### config.mk
export PLATFORM = sky130hd
export DESIGN_NAME = icache_refill
export DESIGN_NICKNAME = d
export VERILOG_FILES = /design/src/hdl/icache_pkg.sv /design/src/hdl/icache_refill.sv
export SDC_FILE = /design/constraint.sdc
export NUM_CORES = 1
export LEC_CHECK = 0
export CAP_MARGIN = 20
export CORE_MARGIN = 3
export CORE_UTILIZATION = 40
export CTS_BUF_LIST = sky130_fd_sc_hd__clkbuf_16
export CTS_CLUSTER_SIZE = 14
export DETAILED_ROUTE_END_ITERATION = 8
export DONT_BUFFER_PORTS = 1
export GPL_ROUTABILITY_DRIVEN = 0
export PLACE_DENSITY = 0.55
export SLEW_MARGIN = 25
export SYNTH_ARGS = -nofsm -noshare
export SYNTH_HDL_FRONTEND = slang
export SYNTH_SLANG_ARGS = --single-unit
### constraint.sdc
create_clock -name clk -period 2 [get_ports clk]
set_input_delay 0.1 -clock clk [delete_from_list [all_inputs] [get_ports clk]]
set_output_delay 0.1 -clock clk [all_outputs]
set_load 0.01 [all_outputs]
### src/hdl/icache_pkg.sv
package icache_pkg;

    // core side is word addressed, one word is one instruction
    localparam int CORE_ADDR_W = 16;
    localparam int CORE_DATA_W = 32;

    // memory side, one beat carries four instruction words
    localparam int MEM_DATA_W = 128;
    // beat address is the core word address without its two lowest bits
    localparam int MEM_ADDR_W = CORE_ADDR_W - 2;

    // 64 byte line
    localparam int LINE_WORDS = 16;
    localparam int LINE_DATA_W = LINE_WORDS * CORE_DATA_W;
    localparam int BEATS_PER_LINE = LINE_DATA_W / MEM_DATA_W;
    // width of a beat number inside a line
    localparam int BEAT_W = $clog2(BEATS_PER_LINE);

    // direct-mapped array, SETS has to be a power of two
    localparam int SETS = 8;

    // address split, tag | index | offset
    localparam int OFFSET_W = $clog2(LINE_WORDS);
    localparam int INDEX_W = $clog2(SETS);
    localparam int TAG_W = CORE_ADDR_W - INDEX_W - OFFSET_W;

    // fetch request from the core
    typedef struct packed {
        logic [CORE_ADDR_W-1:0] addr;
    } core_req_t;

    // instruction returned to the core
    typedef struct packed {
        logic [CORE_DATA_W-1:0] data;
    } core_rsp_t;

    // one beat read toward main memory
    typedef struct packed {
        logic [MEM_ADDR_W-1:0] addr;
    } mem_req_t;

    // one beat of line data back from main memory
    typedef struct packed {
        logic [MEM_DATA_W-1:0] data;
    } mem_rsp_t;

    // field order matches the bit order of a core word address
    typedef struct packed {
        logic [TAG_W-1:0]    tag;
        logic [INDEX_W-1:0]  index;
        logic [OFFSET_W-1:0] offset;
    } addr_fields_t;

    // refill controller states
    typedef enum logic [1:0] {
        ST_RESET = 2'd0,
        ST_READY = 2'd1,
        ST_MISS  = 2'd2
    } refill_state_t;

endpackage

### src/hdl/icache_refill.sv
`timescale 1ns/1ps

module icache_refill (
    input  logic                            clk,
    input  logic                            rst,
    input  logic                            lookup_valid,
    input  logic                            lookup_hit,
    input  icache_pkg::addr_fields_t        lookup_addr,
    input  logic                            mem_rsp_valid,
    output logic                            core_req_ready,
    output logic                            mem_req_valid,
    output icache_pkg::mem_req_t            mem_req,
    output logic                            fill_beat_valid,
    output logic [icache_pkg::BEAT_W-1:0]   fill_beat_num,
    output logic [icache_pkg::INDEX_W-1:0]  fill_index,
    output logic [icache_pkg::TAG_W-1:0]    fill_tag,
    output logic                            fill_done,
    output logic                            rsp_sel_valid,
    output icache_pkg::addr_fields_t        rsp_sel_addr
);

    icache_pkg::refill_state_t state;
    icache_pkg::refill_state_t state_nx;

    // registered lookup that missed
    logic miss_detect;

    // request waiting for its line
    logic pend_valid;
    icache_pkg::addr_fields_t pend_addr;

    // beat requests issued, one spare bit so overrun is observable
    logic [icache_pkg::BEAT_W:0] req_cnt;
    // beat responses received
    logic [icache_pkg::BEAT_W-1:0] rsp_cnt;

    // line of the beat being requested
    icache_pkg::addr_fields_t line_addr;

    assign miss_detect = lookup_valid && !lookup_hit;

    always_ff @(posedge clk) begin
        if (rst) begin
            state <= icache_pkg::ST_RESET;
        end else begin
            state <= state_nx;
        end
    end

    always_comb begin
        state_nx = state;
        case (state)
            icache_pkg::ST_RESET: state_nx = icache_pkg::ST_READY;
            icache_pkg::ST_READY: begin
                if (miss_detect) begin
                    state_nx = icache_pkg::ST_MISS;
                end
            end
            // back to ready on the edge after the last beat
            icache_pkg::ST_MISS: begin
                if (fill_done) begin
                    state_nx = icache_pkg::ST_READY;
                end
            end
            default: state_nx = icache_pkg::ST_RESET;
        endcase
    end

    // pending request, captured in the cycle the miss is seen
    always_ff @(posedge clk) begin
        if (rst) begin
            pend_valid <= 1'b0;
        end else if (state == icache_pkg::ST_READY) begin
            // served in the first ready cycle after the fill
            pend_valid <= miss_detect && !pend_valid;
        end
    end

    always_ff @(posedge clk) begin
        if ((state == icache_pkg::ST_READY) && miss_detect) begin
            pend_addr <= lookup_addr;
        end
    end

    // request side counter, wraps after the last beat
    always_ff @(posedge clk) begin
        if (rst) begin
            req_cnt <= '0;
        end else if (mem_req_valid) begin
            if (req_cnt == icache_pkg::BEATS_PER_LINE - 1) begin
                req_cnt <= '0;
            end else begin
                req_cnt <= req_cnt + 1'b1;
            end
        end
    end

    // response side counter, beats come back in request order
    always_ff @(posedge clk) begin
        if (rst) begin
            rsp_cnt <= '0;
        end else if (fill_beat_valid) begin
            rsp_cnt <= rsp_cnt + 1'b1;
        end
    end

    // beat 0 leaves straight from the lookup, later beats use the pending copy
    assign line_addr = (state == icache_pkg::ST_READY) ? lookup_addr : pend_addr;

    always_comb begin
        core_req_ready = 1'b0;
        mem_req_valid = 1'b0;
        case (state)
            icache_pkg::ST_READY: begin
                // stall in the same cycle the miss shows up
                core_req_ready = !miss_detect;
                mem_req_valid = miss_detect;
            end
            icache_pkg::ST_MISS: begin
                // req_cnt back at zero means all beats are out
                mem_req_valid = (req_cnt != '0);
            end
            default: ;
        endcase
    end

    assign mem_req.addr = {line_addr.tag, line_addr.index, req_cnt[icache_pkg::BEAT_W-1:0]};

    // fill side toward the line store and tag array
    assign fill_beat_valid = (state == icache_pkg::ST_MISS) && mem_rsp_valid;
    assign fill_beat_num = rsp_cnt;
    assign fill_index = pend_addr.index;
    assign fill_tag = pend_addr.tag;
    assign fill_done = fill_beat_valid && (rsp_cnt == icache_pkg::BEATS_PER_LINE - 1);

    // pending word first, otherwise the registered hit
    assign rsp_sel_valid = (state == icache_pkg::ST_READY) && (pend_valid || lookup_hit);
    assign rsp_sel_addr = pend_valid ? pend_addr : lookup_addr;

    a_no_mem_req_in_reset: assert property (
        @(posedge clk) disable iff (rst)
        (state == icache_pkg::ST_RESET) |-> !mem_req_valid
    );

    a_req_cnt_in_range: assert property (
        @(posedge clk) disable iff (rst)
        req_cnt <= icache_pkg::BEATS_PER_LINE - 1
    );

endmodule

* Yosys cells after proc, flatten, opt, wreduce, memory -nomap -nowiden *
Cells that the tools add are included.

storage, ports and cells
  register bits = 24
  bits of input ports = 21

operators by class
  $add $sub $neg = 2
  eq/ne operators = 6
  multiplexer cells = 8
  reductions and logical operators = 13

operators with widths
  cell                   number
  $mux W16               2
  $logic_and A1 B1 Y1    6
  $pmux W2 S3            1
  $eq A2 B2 Y1 const B   2
  $mux W2                2
  $ne A2 B2 Y1 const B   2
  $add A3 B1 Y3 const B  1
  $eq A3 B2 Y1 const B   1
  $logic_not A1 Y1       3
  $mux W3                1
  $reduce_bool A3 Y1     1
  $add A2 B1 Y2 const B  1
  $eq A2 B1 Y1 const B   1
  $logic_not A2 Y1       1
  $pmux W1 S2            1
  $reduce_and A2 Y1      1
  $logic_or A1 B1 Y1     1
  $mux W1                1

* Longest topological paths before layout *
  depth in word-level cells = 5
  gate-level depth with buffers = 8
  mapped depth without buffers = 7

* Worst setup path after synthesis *
No wires, ideal clock.

  kind = register -> register
  start = register state[1]
  end = register req_cnt[2] (netlist name)
  arrival time = 1.309 ns
  slack = 0.625 ns
  cell stages (with the launch flop) = 9
  buffers on the path = 1
  cells stage by stage = dfxtp_1 inv_1 ha_1 buf_6 nand3b_4 inv_2 a2bb2oi_4 inv_2 a21oi_2

between the ends
  word-level cells in the longest chain between the ends = 2
  elaborated cells on any way between the ends = 3
  classes of those cells = eq/ne: 2; mux: 1

RTL lines
  item                                          line                  text
  from (decl)                                   icache_refill.sv:22   icache_pkg::refill_state_t state;
  from (signal assigned)                        icache_refill.sv:44   state <= icache_pkg::ST_RESET;
  from (signal assigned)                        icache_refill.sv:46   state <= state_nx;
  $eq A2 B2 Y1 or $eq A2 B1 Y1 (tied branches)  icache_refill.sv:113  case (state)
  $pmux W1 S2 *                                 icache_refill.sv:113
  via mem_req_valid                             icache_refill.sv:11   output logic mem_req_valid,
  to (signal assigned)                          icache_refill.sv:93   req_cnt <= req_cnt + 1'b1;
  to (decl)                                     icache_refill.sv:33   logic [icache_pkg::BEAT_W:0] req_cnt;

The timed path passes the listed nets; every way through them passes the cells marked *.
A chain may end at the register's enable or synchronous reset.

* Worst setup path after layout *
  start = register state[1]
  end = output port mem_req_valid

between the ends
  word-level cells in the longest chain between the ends = 2
  elaborated cells on any way between the ends = 3
  classes of those cells = eq/ne: 2; mux: 1

RTL lines
  item                                          line
  $eq A2 B2 Y1 or $eq A2 B1 Y1 (tied branches)  icache_refill.sv:113
  $pmux W1 S2 *                                 icache_refill.sv:113
  to (decl)                                     icache_refill.sv:11

Every way passes the cells marked *; elsewhere a longest branch is shown, timed or not.

==> run metrics <==
final hold vios=0; launch point of the worst reg-to-reg path=state[1]$_SDFFE_PP0P_; Peak VDD IR=0.482 mV; Max Clk Rate=584 MHz; setup violators final=0; initial antenna violation count=0; syn avg cell area=12.4 um2; Initial Util=42.7%; layout cells sized above 1=33.9%; Simple-Gate Fraction of Synth Area=7.91%; final wirelength=2810 um; crit path launch type=flop; vias in the first global route=883; CTS tree=done; Seq/Total Area, Yosys=43.6%; Synth top cells by count=mux2_2 (29), edfxtp_1 (16), buf_4 (14), dfxtp_1 (8), ha_1 (7); Post-Synth Adder-Cell Area=5.96%; I/O Buffers=0; status=complete, no violations; ant diodes=0; post-synthesis mux area share=24.3%; P&R area growth vs syn=12.3%; RSZ-0062 raised after global routing=false; placed wire-length estimate=2090 um; Rows=21; Hold Path Class=input pin to flop; Final Skew=3.26 ps; post-route ant nets=0; hold path startpoint=mem_rsp_valid; Post-synth EDFFs=16; Seq cells post-synth=24; DR iter-0 viols=18; syn_nets=147; Fin Setup TNS=0 ps; largest family of logic cells by synthesized area=multiplexers; top_reg_cell synth=edfxtp_1; Pwr Density=883 mW/mm2; WHS=10.1 ps; Ys Warns=0; first-pass detailed-route iteration total=3; most common cell in the netlist=mux2_2; top cell type's share of synthesized area=32.7%; Worst-Skew Late Latency=250 ps; Final min period=1710 ps; WL/cell=16.5 um; H-tree depth=1; Layout Nets=153; CTS resizes=0; fin crit share=85.6%; clk slew on worst S/H paths=60 ps; worst-margin pin slew=399 ps; fraction of registers with async set/reset=0%; total grt overflow=0; via count=864; Die Height=66.6 um; # IOs=70; Critical Path Fanout Max=17; # Max-Cap Violations=0; Pleak=0.633 nW; Die Wd=66.6 um; top layer in use=met4; Synth Instances=119; met3 routed WL=288 um; top post-synthesis cells by area=edfxtp_1 (33%), mux2_2 (22%), dfxtp_1 (11%); library cells used by synthesis=29; first-pass GRT wire length=4240 um; TritonCTS Buffers=3; DRC=0; Critical Path AT=1610 ps; root buf cell=clkbuf_16; Req. time, crit path=1900 ps; Critical Path Sink Type=output pin; Max transition margin=73.3%; Met2 Wirelength=1410 um; Max clock buf depth=2; die area=0.00444 mm2; Synth area leader=edfxtp_1; CTS sink count=24; Post-Synth XOR/XNOR Area=0.596%; count of pins over their slew limit=0; met1 WL=1090 um; Cell Area, Synth=0.00147 mm2; core area=0.00344 mm2; All-Layer GR Usage=12.7%; Critical Path Start=state[1]$_SDFFE_PP0P_; largest net degree at the start of global routing=18; vias per inst=5.08; Compound-Gate Fraction of Synth Area=5.45%; Crit Path Class=flop to output pin
==> layout by cell type (no fill, tap or decap), types with 3 or more instances in the layout <==
cell | Yosys | routed
ha_1 | 7 | 7
nor2_1 | 5 | 5
inv_1 | 6 | 7
mux2_2 | 29 | 29
buf_4 | 14 | 3
clkbuf_16 | 0 | 3
nand2_1 | 3 | 3
dfxtp_1 | 8 | 8
nand2b_1 | 5 | 5
edfxtp_1 | 16 | 16
dlygate4sd3_1 | 0 | 17
==> routing by layer <==
layer | vias to the layer above | GRT usage [%]
met5 | - | 0
met4 | 0 | 4.06
met3 | 4 | 5.90
met2 | 38 | 20.8
met1 | 411 | 14.7
li1 | 411 | -
==> per-stage QoR <==
step	utilization [%]	power [mW]	std cells	setup WS, ps	instance area (um2)
final	47.9	1.46	170	288	1650
after global routing	47.9	1.54	170	179	1650
after CTS	47.9	1.48	170	265	1650
after detailed placement	40.7	1.02	149	473	1400
after global placement	40.7	1.02	149	526	1400
after floorplan	-	0.994	119	625	1470
==> final timing paths <==
path                                   endpoint  slack [ps]  depth (start not counted)
hold / removal    fill_beat_num[1]$_SDFFE_PP0P_          10                          2
hold reg to reg         req_cnt[2]$_SDFFE_PP0P_         480                          2
setup reg to reg        req_cnt[2]$_SDFFE_PP0P_         480                          7
setup / recovery                  mem_req_valid         290                          6
==> cell type report <==
type	count	area, um2
timing repair buffer	20	193
clock inverter	1	3.75
tap	46	57.6
clock buffer	3	75.1
multi-input combinational	68	651
fill	310	1790
sequential	24	641
inverter	8	30.0
==> logic make-up (layout without fill, tap and decap cells) <==
group                    after synthesis  count (layout)
multiplexers                          32              32
adder cells (fa/ha/maj)                7               7
flip-flops                            24              24
XOR/XNOR                               1               1
AO/OA/AOI/OAI                          8               8
buffers and inverters                 27              32
AND/OR/NAND/NOR                       20              20
==> critical path: stages (launching register included) <==
cell and delay (ps):
dfxtp_1 330, inv_1 100, ha_1 280, nand3b_4 110, inv_2 320, a2bb2oi_4 120, inv_2 110
==> state kept, by name, indices dropped and copies added (netlist names) <==
name           flops
fill_beat_num      2
fill_index         3
fill_tag           9
pend_addr          4
pend_valid         1
req_cnt            3
state              2
==> what timing repair did <==
| action | 4_1_cts | 5_1_grt |
|---|---|---|
| buffers inserted | 0 | 0 |
| hold endpoints to repair | 20 | 0 |
| hold buffers | 17 | 0 |
==> where the power goes <==
part	switching [mW]	internal (mW)	total, mW
clock network	0.156	0.266	0.422
registers	0.0359	0.571	0.607
logic	0.225	0.203	0.428
(Power assumes the default switching activity.)
