**src/hdl/icache_pkg.sv**
```systemverilog
package icache_pkg;

    // core side is word addressed, one word is one instruction
    localparam int CORE_ADDR_W = 16;
    localparam int CORE_DATA_W = 32;

    // memory side, one beat carries four instruction words
    localparam int MEM_DATA_W = 128;
    // beat address is the core word address without its two lowest bits
    localparam int MEM_ADDR_W = CORE_ADDR_W - 2;

    // 64 byte line
    localparam int LINE_WORDS = 16;
    localparam int LINE_DATA_W = LINE_WORDS * CORE_DATA_W;
    localparam int BEATS_PER_LINE = LINE_DATA_W / MEM_DATA_W;
    // width of a beat number inside a line
    localparam int BEAT_W = $clog2(BEATS_PER_LINE);

    // direct-mapped array, SETS has to be a power of two
    localparam int SETS = 8;

    // address split, tag | index | offset
    localparam int OFFSET_W = $clog2(LINE_WORDS);
    localparam int INDEX_W = $clog2(SETS);
    localparam int TAG_W = CORE_ADDR_W - INDEX_W - OFFSET_W;

    // fetch request from the core
    typedef struct packed {
        logic [CORE_ADDR_W-1:0] addr;
    } core_req_t;

    // instruction returned to the core
    typedef struct packed {
        logic [CORE_DATA_W-1:0] data;
    } core_rsp_t;

    // one beat read toward main memory
    typedef struct packed {
        logic [MEM_ADDR_W-1:0] addr;
    } mem_req_t;

    // one beat of line data back from main memory
    typedef struct packed {
        logic [MEM_DATA_W-1:0] data;
    } mem_rsp_t;

    // field order matches the bit order of a core word address
    typedef struct packed {
        logic [TAG_W-1:0]    tag;
        logic [INDEX_W-1:0]  index;
        logic [OFFSET_W-1:0] offset;
    } addr_fields_t;

    // refill controller states
    typedef enum logic [1:0] {
        ST_RESET = 2'd0,
        ST_READY = 2'd1,
        ST_MISS  = 2'd2
    } refill_state_t;

endpackage

```
**src/hdl/icache_tag_lookup.sv**
```systemverilog
`timescale 1ns/1ps

module icache_tag_lookup (
    input  logic                            clk,
    input  logic                            rst,
    input  logic                            req_fire,
    input  icache_pkg::core_req_t           core_req,
    input  logic                            fill_done,
    input  logic [icache_pkg::INDEX_W-1:0]  fill_index,
    input  logic [icache_pkg::TAG_W-1:0]    fill_tag,
    output logic                            lookup_valid,
    output logic                            lookup_hit,
    output icache_pkg::addr_fields_t        lookup_addr
);

    // incoming address seen as tag, index and word offset
    icache_pkg::addr_fields_t req_fields;

    // tag store, one entry per set
    logic [icache_pkg::TAG_W-1:0] tag_mem [icache_pkg::SETS];
    // one valid bit per set
    logic [icache_pkg::SETS-1:0] valid_q;

    logic tag_match;
    logic hit_c;

    assign req_fields = icache_pkg::addr_fields_t'(core_req.addr);

    // compare against the indexed set
    assign tag_match = (tag_mem[req_fields.index] == req_fields.tag);
    assign hit_c = valid_q[req_fields.index] && tag_match;

    // valid bits, all lines invalid out of reset
    always_ff @(posedge clk) begin
        if (rst) begin
            valid_q <= '0;
        end else if (fill_done) begin
            // line is complete once the last beat has landed
            valid_q[fill_index] <= 1'b1;
        end
    end

    // new tag written together with the valid bit
    always_ff @(posedge clk) begin
        if (fill_done) begin
            tag_mem[fill_index] <= fill_tag;
        end
    end

    // lookup result lands one cycle after acceptance
    always_ff @(posedge clk) begin
        if (rst) begin
            lookup_valid <= 1'b0;
            lookup_hit <= 1'b0;
        end else begin
            lookup_valid <= req_fire;
            // hit only meaningful with a request behind it
            lookup_hit <= req_fire && hit_c;
        end
    end

    // address fields of the accepted request
    always_ff @(posedge clk) begin
        if (req_fire) begin
            lookup_addr <= req_fields;
        end
    end

    // a refill only follows a miss, and the core is stalled meanwhile,
    // so a hit result can never be in flight when a line is completed
    a_no_fill_on_hit: assert property (
        @(posedge clk) disable iff (rst)
        fill_done |-> !(lookup_valid && lookup_hit)
    );

endmodule

```
**config.mk**
```make
export PLATFORM = sky130hd
export DESIGN_NAME = icache_tag_lookup
export DESIGN_NICKNAME = d
export VERILOG_FILES = /design/src/hdl/icache_pkg.sv /design/src/hdl/icache_tag_lookup.sv
export SDC_FILE = /design/constraint.sdc
export NUM_CORES = 1
export LEC_CHECK = 0
export BUFFER_PORTS_ARGS = -buffer_cell sky130_fd_sc_hd__buf_4
export CAP_MARGIN = 20
export CELL_PAD_IN_SITES_DETAIL_PLACEMENT = 1
export CELL_PAD_IN_SITES_GLOBAL_PLACEMENT = 1
export CORE_ASPECT_RATIO = 0.9
export CORE_MARGIN = 2
export CORE_UTILIZATION = 44
export DETAILED_ROUTE_END_ITERATION = 10
export HOLD_SLACK_MARGIN = 0.15
export PLACE_DENSITY = 0.79
export SETUP_SLACK_MARGIN = 0.3
export SYNTH_ARGS = -nofsm -noshare
export SYNTH_HDL_FRONTEND = slang
export SYNTH_SLANG_ARGS = --single-unit
```
**constraint.sdc**
```tcl
create_clock -name clk -period 2.3 [get_ports clk]
set_clock_uncertainty 0.05 [all_clocks]
set_input_delay 0.69 -clock clk [delete_from_list [all_inputs] [get_ports clk]]
set_output_delay 0.69 -clock clk [all_outputs]
set_load 0.005 [all_outputs]
```
Word-level counts from Yosys, hierarchy flattened
Memory sizes are Yosys's and may differ from the RTL's. Index checks and enable logic that the tools add are counted. Widths: inputs -> output; s select.

Magnitude comparators: 3. Equal/unequal tests: 1. Multiplexer cells: 6. Reduce and logical (&&, ||, !) cells: 3. Bitwise logic cells: 1.

Operators by type and width (count): $eq 9x9->1 (1); $lt 3x4->1 const B (2); $or 8x8->8 (1); $mux 1 (4); $bmux 1 s3 (1); $demux 1 s3 (1); $ge 3x1->1 const B (1); $logic_and 1x1->1 (3).

Memories kept: 1. Flip-flop bits (word level): 26. Bits of input ports: 32. Logic and storage cells: 21. Memory bits (writable): 72.

Memories: tag_mem (depth 8, width 9, read ports 1, clocked after memory_dff 0, write ports 1, line icache_tag_lookup.sv:20) `logic [icache_pkg::TAG_W-1:0] tag_mem [icache_pkg::SETS];`.

Depth between registers and ports, before layout
Gate-level depths: netlist of the first run.

Word-level depth: 5. Gate-level depth with buffers: 7. Gate-level depth less buffers: 5.

Worst setup path before layout of the first run
No wires, ideal clock.

Kind: input port to flip-flop. Start: in core_req[6] (netlist bit). End: reg lookup_hit. Stages: 7. Required time: 2.162 ns. Arrival time: 2.113 ns. Buffers on the path: 2. Setup time: 0.088 ns. Path slack: 0.050 ns. Path through: buf_2 -> buf_2 -> mux4_2 -> mux2i_1 -> xor2_1 -> o2111ai_1 -> nor4_2.

Cells in the longest elaborated chain, start to end: 4. Elaborated cells on any way between the ends: 6.

RTL lines: start, declared (line icache_tag_lookup.sv:7) `input icache_pkg::core_req_t core_req,`; $mem_v2 8x9 or $bmux 1 s3 (tied branches); $eq 9x9->1 or $mux 1 (tied branches) (line icache_tag_lookup.sv:30, icache_tag_lookup.sv:31); $logic_and 1x1->1 * (line icache_tag_lookup.sv:31) `assign hit_c = valid_q[req_fields.index] && tag_match;`; $logic_and 1x1->1 * (line icache_tag_lookup.sv:58) `lookup_hit <= req_fire && hit_c;`; end signal, assigned (line icache_tag_lookup.sv:58); end, declared (line icache_tag_lookup.sv:12) `output logic lookup_hit,`.

Mark *: on every way between the ends. The rest lies on a longest branch, timed or not. The select of a mux whose other input is x is not followed. A chain may end at the register's enable or synchronous reset.

Final worst setup path of the first run
Start: in core_req[5] (netlist bit). End: reg lookup_hit.

The elaborated chain is that of the path after synthesis.

==> flow_summary.json, run 1 <==
{
  "status": "finished, final reports clean",
  "clockRootBuffer": "clkbuf_8",
  "drtPass1Iterations": 4,
  "hold_viol": 0,
  "dieHeight_um": 90.98,
  "synth_fp_nets": 216,
  "vias_per_cell": 5.318,
  "area_growth_pct": 21.82,
  "synth_most_common_cell": "edfxtp_1",
  "critical_path_class": "input port to flip-flop",
  "cellLeakagePower_uw": 0.001597,
  "arrival_ps": 2070,
  "regToRegEndpoint": "lookup_hit",
  "peakVddDrop_v": 0.0002995,
  "ios": 50,
  "clk_path_buf_depth": 2,
  "synth_common_cells": "edfxtp_1, nor2_1, mux4_2",
  "drive_gt1_share_pct": 39.06,
  "design_area_um2": 4506,
  "synth_top_cell_by_area": "edfxtp_1",
  "wirelength_um": 7063,
  "stdcell_count": 355,
  "cpLargestDelayFamily": "multiplexers",
  "synth_edf_count": 88,
  "worst_slew_pin_slew_ps": 201.8,
  "routedWlPerCell_um": 19.90,
  "ys_types": 27,
  "ys_seq_area_share_pct": 76.86,
  "powerDensity_nw_per_um2": 775.0,
  "chipWidth_um": 100.6,
  "reg2reg_from": "tag_mem[7][0]",
  "grt_pass1_vias": 1989,
  "grtUsageMet3_pct": 5.466,
  "critical_path.max_fanout": 12,
  "crit_chain": "buf_12, mux4_1, mux2i_1, xor2_1, o2111ai_1, nor4_2",
  "antenna_cells": 0,
  "grt_max_degree": 18,
  "drc": 0,
  "period_needed_ps": 1845,
  "yosysWarnings": 0,
  "netlist_instances": 184,
  "start_kind": "input port",
  "critPathCaptureType": "flip-flop",
  "dp_cells": 339,
  "cts_buffers": 9,
  "clkSinkCount": 98,
  "via_count": 1888,
  "crit_required_ps": 2520,
  "path_depth": 6,
  "tritoncts": "yes",
  "startpoint": "core_req[5]",
  "hpwlAfterDp_um": 4724,
  "grt_first_pass_wirelength_um": 11050,
  "antenna_found_initial": 0,
  "netlist.area_leader.share_pct": 71.45,
  "io_buffers": 49,
  "cts_post_setup_buffers_inserted": 0,
  "worst_skew_pair.late_latency_ps": 370,
  "power.total_uw": 3492,
  "slowest_delay_ps": 550,
  "ant_nets": 0,
  "clk_pin_slew_worst_paths_ps": 90,
  "gr-usage-met2_pct": 26.44,
  "finalCritPeriodShare_pct": 80.23,
  "slew_headroom_pct": 86.16,
  "grt_overflow": 0,
  "r2r_setup_slack_ps": 570,
  "path_buf_inv": 1,
  "synth-seq-cells": 98,
  "start_util_pct": 45.62,
  "gp_congestion": 0.7141,
  "hold_class": "flip-flop to flip-flop",
  "gr-usage-all-layers_pct": 16.78,
  "fmax_mhz": 541.9,
  "h-tree-depth": 3,
  "synthArstFlopShare_pct": 0,
  "syn-cell-area_um2": 3699,
  "crit_slowest_cell": "mux4_1",
  "avgSynthCellArea_um2": 20.10,
  "top_usage_layer": "met2",
  "reg2regPathDepth": 5,
  "synth.area.top_cells": "edfxtp_1, mux4_2, dfxtp_1",
  "core-area_um2": 8107,
  "fin_util_pct": 55.58,
  "drt-initial-drc-count": 100,
  "grtUsageMet1_pct": 22.21,
  "worstSetupEndpoint": "lookup_hit",
  "setup_viol": 0,
  "nNetsFinal": 283,
  "maxSlewViolCount": 0,
  "drv_cap": 0,
  "rows": 31,
  "finalSetupTns_ps": 0,
  "placed_area_um2": 4259,
  "synthFlopType": "edfxtp_1",
  "dieArea_um2": 9156,
  "grt_setup_unrepaired": "no"
}
==> routing by layer <==
layer  wire length [um]  vias up
met5                  0        -
met4                 95        0
met3                520        9
met2               3448       64
met1               2998      956
li1                   -      859
==> layout by cell type (no fill, tap or decap), types with 2 or more instances in the layout <==
master,synthesis,layout
mux4_2,17,17
clkbuf_8,0,9
nor2b_1,2,2
nand2b_1,3,3
mux2i_1,12,11
buf_4,1,60
clkinvlp_4,0,3
dfxtp_1,10,10
bufinv_16,0,2
nand2_1,3,3
edfxtp_1,88,88
nor2_1,21,21
xor2_1,7,7
==> through the flow <==
stage                     hold WS (ps)  setup slack [ps]
final                            437.8             454.7
after global routing             423.5             306.5
after CTS                        424.3             313.7
after detailed placement         420.4            -136.3
after global placement           401.5            -50.50
after floorplan                  384.8             212.0
==> tightest hold or removal path, delay by kind of cell, from the launching register on <==
| kind | cells | cell delay [ps] |
|---|---|---|
| AND/OR/NAND/NOR | 2 | 120 |
| flip-flops | 1 | 340 |
==> repair_timing <==
action | 4_1_cts | 5_1_grt
cloned | 0 | 0
pin swaps | 0 | 4
hold buffers | 0 | 0
setup endpoints to repair | 1 | 1
gates resized for setup | 2 | 5
==> layout make-up <==
type | instances | area [um^2]
multi-input cells | 79 | 823.3
flip-flops and latches | 98 | 2843
fillers | 745 | 3601
clock inverters | 6 | 91.34
clock buffers | 10 | 127.6
repair buffers | 63 | 496.7
well taps | 99 | 123.9
==> worst min-delay path by stage <==
stage,from,end,depth (start not counted)
2_1_floorplan,valid_q[1],valid_q[1],2
3_3_place_gp,valid_q[2],valid_q[2],2
3_5_place_dp,valid_q[3],valid_q[3],2
4_1_cts,core_req[1],lookup_addr[1],1
5_1_grt,core_req[1],lookup_addr[1],1
6_report,valid_q[2],valid_q[2],2
==> kinds of logic (layout without fill, tap and decap cells) <==
group                     after synthesis  in the layout  synth area share [%]
muxes                                  31             31                 14.61
xor gates and xnor gates                8              8                 1.895
AOI/OAI and AO/OA                       4              4                0.8798
DFF                                    98             98                 76.86
and+or+nand+nor                        36             36                 4.635
buffers and inverters                   7             79                 1.116
==> state kept, by name, summed over array words and instances, names as in the netlist <==
register      flops
lookup_hit        1
lookup_valid      1
valid_q           8
tag_mem          72
lookup_addr      16
==> power by group <==
group	switching (uW)	internal [uW]
registers	17.9	2010
clock network	575	614
logic	129	146
total	721	2770
Power figures use the tool's default switching activity.
==> inputs of run 2 (changes only) <==
Settings changed: CORE_UTILIZATION 44 to 49, PLACE_DENSITY 0.79 to 0.83.
Clock period 2.3 ns to 1.7 ns, I/O delays scaled along.
==> flow_summary.json, run 2 (synthesized netlist as in run 1, its figures left out) <==
{
  "drv_cap": 0,
  "design_area_um2": 4690,
  "layout.area.seq_um2": 2844,
  "crit_required_ps": 1940,
  "cellLeakagePower_uw": 0.001665,
  "slew_headroom_pct": 77.33,
  "cts_buffers": 9,
  "dp_cells": 341,
  "routedWlPerCell_um": 23.33,
  "start_kind": "flip-flop",
  "grt_overflow": 0,
  "worst_skew_pair.late_latency_ps": 370,
  "worst_slew_pin_slew_ps": 330.5,
  "hpwlAfterDp_um": 5674,
  "period_needed_ps": 1827,
  "critical_path.max_fanout": 1,
  "fmax_mhz": 547.3,
  "tritoncts": "yes",
  "gr-usage-all-layers_pct": 21.48,
  "multiInputGateArea_um2": 859.6,
  "grt_pass1_vias": 2133,
  "violations": "negative setup slack",
  "n_fill_cell": 647,
  "place_ws_ps": -535.9,
  "stdcell_count": 357,
  "h-tree-depth": 3,
  "holdBufCountCts": 0,
  "cpLargestDelayFamily": "multiplexers",
  "antenna_found_initial": 0,
  "ios": 50,
  "antenna_cells": 0,
  "via_count": 1962,
  "cts_post_setup_buffers_inserted": 0,
  "final_common_cell": "edfxtp_1",
  "drive_gt1_share_pct": 43.30,
  "start_util_pct": 49.76,
  "dieArea_um2": 8260,
  "hold_viol": 0,
  "rows": 30,
  "path_depth": 5,
  "clkSinkCount": 98,
  "largest_registers": "tag_mem x72, lookup_addr x16, valid_q x8",
  "drtPass1Iterations": 4,
  "critPathCaptureType": "flip-flop",
  "drc": 0,
  "path_buf_inv": 0,
  "r2r_setup_slack_ps": -130,
  "holdWs_ps": 265.0,
  "peakVddDrop_v": 0.0004061,
  "slowest_delay_ps": 510,
  "reg2regPathDepth": 5,
  "wirelength_um": 8329,
  "setup_viol": 1,
  "placed_area_um2": 4446,
  "clockRootBuffer": "clkbuf_8",
  "arrival_ps": 2060,
  "grt_max_degree": 18,
  "dieHeight_um": 86.42,
  "grt_setup_unrepaired": "yes",
  "ant_nets": 0,
  "core-area_um2": 7432,
  "layout_common_cells": "edfxtp_1, buf_4, buf_6",
  "crit_slowest_cell": "mux4_2",
  "clk_path_buf_depth": 2,
  "critical_path_class": "flip-flop to flip-flop",
  "chipWidth_um": 95.58,
  "maxSlewViolCount": 0,
  "largest_reg_flops": 72,
  "finalCritPeriodShare_pct": 107.5,
  "powerDensity_nw_per_um2": 971.9,
  "io_buffers": 49,
  "grt_first_pass_wirelength_um": 12250,
  "gp_congestion": 0.7894,
  "nNetsFinal": 288,
  "crit_chain": "mux4_2, mux2i_1, xor2_1, nand4_1, nor4_2",
  "largest_register": "tag_mem",
  "area_growth_pct": 26.79,
  "hold_depth": 1,
  "status": "finished, violations left",
  "final.setup.worst_slack_ps": -127.0,
  "drt-initial-drc-count": 134,
  "vias_per_cell": 5.496,
  "clk_pin_slew_worst_paths_ps": 100,
  "hold_class": "input port to flip-flop"
}
==> run 2: cell count changes in the layout (fill, tap and decap cells not counted), moves of 2 or more <==
| cell | delta |
|---|---|
| buf_12 | +8 |
| buf_4 | -19 |
| buf_6 | +17 |
| bufinv_16 | -2 |
| clkinvlp_4 | -2 |
| inv_6 | +2 |
| nor2_1 | -6 |
| nor2_2 | +6 |
| nor3_4 | +2 |
==> run 2: worst paths after layout <==
check,start,to
worst min-delay path,core_req[3],lookup_addr[3]
worst max register to register,tag_mem[7][0],lookup_hit
worst max-delay path,tag_mem[7][0],lookup_hit
worst min register to register,valid_q[7],valid_q[7]
==> run 2: per-layer routing <==
layer / global-route usage [%] / share of wire [%] / vias up / wire length [um]
met5: 0 / 0 / - / 0
met3: 5.391 / 5.9 / 11 / 495
li1: - / - / 877 / -
met4: 8.052 / 1.1 / 0 / 90
met1: 28.10 / 42 / 992 / 3468
met2: 35.03 / 51 / 82 / 4275
==> run 2: what timing repair did <==
item                       4_1_cts  5_1_grt
pin swaps                        3        3
gates resized for setup         10        9
setup endpoints to repair       18       19
==> run 2: area by class of cell <==
cell class | instances | share of cell area (%)
clock buffer | 9 | 2.641
clock inverter | 7 | 1.094
multi-input combinational | 79 | 18.33
sequential | 98 | 60.65
tap | 96 | 2.561
timing repair buffer | 68 | 14.73
==> run 2: power by group <==
part	total (uW)	internal, uW	switching (uW)
registers	2760	2720	36.7
clock network	1370	540	828
logic	431	235	196
==> run 2: stage by stage <==
step / TNS [ps] / total power [uW] / util [%]
2_1_floorplan: -208.0 / 2985 / -
3_5_place_dp: -535.9 / 3220 / 59.81
3_3_place_gp: -464.3 / 3190 / 59.81
4_1_cts: -144.7 / 4578 / 62.64
6_report: -127.0 / 4558 / 63.10
5_1_grt: -173.7 / 4715 / 63.10
==> run 2: worst reg2reg max path, cell delays in order, from the launching register on <==
cell      delay, ps
edfxtp_1        410
mux4_2          510
mux2i_1         180
xor2_1          210
nand4_1         180
nor4_2          220
==> inputs of run 3 (changes only) <==
Settings changed: CORE_ASPECT_RATIO 0.9 to 0.75.
Clock period 1.7 ns to 1.8 ns, I/O delays scaled along.
==> flow_summary.json, run 3 (synthesized netlist as in run 1, its figures left out) <==
{
  "io_buffers": 49,
  "antenna_found_initial": 0,
  "drc": 0,
  "dieArea_um2": 8266,
  "drtPass1Iterations": 4,
  "crit_slowest_cell": "mux4_2",
  "crit_chain": "buf_12, buf_6, mux4_2, mux2i_2, xor2_1, o2111ai_1, nor4_2",
  "grt_max_degree": 18,
  "finalCritPeriodShare_pct": 100.9,
  "peakVddDrop_v": 0.0004540,
  "nNetsFinal": 286,
  "core-area_um2": 7331,
  "clockRootBuffer": "clkbuf_8",
  "gr-usage-all-layers_pct": 20.17,
  "area_growth_pct": 26.12,
  "dieHeight_um": 79.24,
  "ios": 50,
  "crit_required_ps": 2000,
  "rows": 27,
  "slew_headroom_pct": 80.20,
  "powerDensity_nw_per_um2": 987.0,
  "violations": "negative setup slack",
  "vias_per_cell": 5.517,
  "setup_viol": 1,
  "grt_overflow": 0,
  "clkSinkCount": 98,
  "drive_gt1_share_pct": 43.63,
  "grt_first_pass_wirelength_um": 12120,
  "dp_cells": 344,
  "n_fill_cell": 651,
  "worst_skew_pair.late_latency_ps": 350,
  "r2r_setup_slack_ps": 20,
  "grt_setup_unrepaired": "yes",
  "fin_util_pct": 63.63,
  "cellLeakagePower_uw": 0.001634,
  "antenna_cells": 0,
  "status": "finished, violations left",
  "finalSetupTns_ps": -16.63,
  "reg2regPathDepth": 5,
  "place_ws_ps": -562.1,
  "chipWidth_um": 104.3,
  "routedWlPerCell_um": 21.58,
  "start_util_pct": 50.45,
  "critical_path.max_fanout": 11,
  "final_common_cell": "edfxtp_1",
  "largest_reg_flops": 72,
  "maxSlewViolCount": 0,
  "fmax_mhz": 550.5,
  "cts_post_setup_buffers_inserted": 0,
  "stdcell_count": 360,
  "worst_slew_pin_slew_ps": 297.0,
  "largest_register": "tag_mem",
  "holdWs_ps": 314.3,
  "drv_cap": 0,
  "hold_class": "input port to flip-flop",
  "hpwlAfterDp_um": 5280,
  "arrival_ps": 2020,
  "critical_path_class": "input port to flip-flop",
  "clk_path_buf_depth": 2,
  "drt-initial-drc-count": 79,
  "grt_pass1_vias": 2136,
  "period_needed_ps": 1817,
  "critPathCaptureType": "flip-flop",
  "holdBufCountCts": 0,
  "tritoncts": "yes",
  "clk_pin_slew_worst_paths_ps": 80,
  "start_kind": "input port",
  "largest_registers": "tag_mem x72, lookup_addr x16, valid_q x8",
  "slowest_delay_ps": 520,
  "hold_viol": 0,
  "h-tree-depth": 3,
  "hold_depth": 1,
  "wirelength_um": 7770,
  "cts_buffers": 9,
  "ant_nets": 0,
  "gp_congestion": 0.7091,
  "layout_common_cells": "edfxtp_1, buf_4, mux4_2",
  "final.setup.worst_slack_ps": -16.63,
  "via_count": 1986
}
run 3: worst paths after layout:
kind,startpoint,end
worst min register to register,valid_q[5],valid_q[5]
worst max-delay path,core_req[5],lookup_hit
worst min-delay path,core_req[0],lookup_addr[0]
worst max register to register,tag_mem[4][6],lookup_hit
run 3: final cells by class:
type | count | area [um^2] | area share (%)
Tap cell | 101 | 126.4 | 2.709
Multi-Input combinational cell | 79 | 873.3 | 18.72
Clock buffer | 13 | 138.9 | 2.977
Sequential cell | 98 | 2843 | 60.94
Timing Repair Buffer | 66 | 593.1 | 12.71
Clock inverter | 3 | 90.09 | 1.931
run 3: report_power, final:
group | internal, uW | switching [uW] | leakage [uW] | total (uW)
clock | 927 | 686 | 0.000112 | 1610
combinational | 211 | 182 | 0.000630 | 393
sequential | 2570 | 28.8 | 0.000892 | 2600
total | 3710 | 897 | 0.00163 | 4600
run 3: stage by stage:
stage               cell area, um^2  power, uW
floorplan                      3767       2817
global placement               4373       2996
detailed placement             4373       3019
CTS                            4622       4637
global route                   4664       4759
finish                         4664       4604
run 3: critical path, delay by kind of cell:
kind | cells | cell delay [ps]
and+or+nand+nor | 1 | 170
AOI/OAI and AO/OA | 1 | 150
buffers and inverters | 2 | 250
muxes | 2 | 720
xor gates and xnor gates | 1 | 190
run 3: what timing repair did:
item	4_1_cts	5_1_grt
resized for setup	7	10
pin swaps	4	4
setup endpoints to repair	2	8
run 3: metal layers:
metal	vias to the layer above	GRT usage [%]	wire length [um]	part of all wire [%]
met5	-	0	0	0
met4	0	4.459	87	1.1
met3	8	6.322	468	6.0
met2	82	33.73	3840	49
met1	1029	26.32	3374	43
li1	867	-	-	-
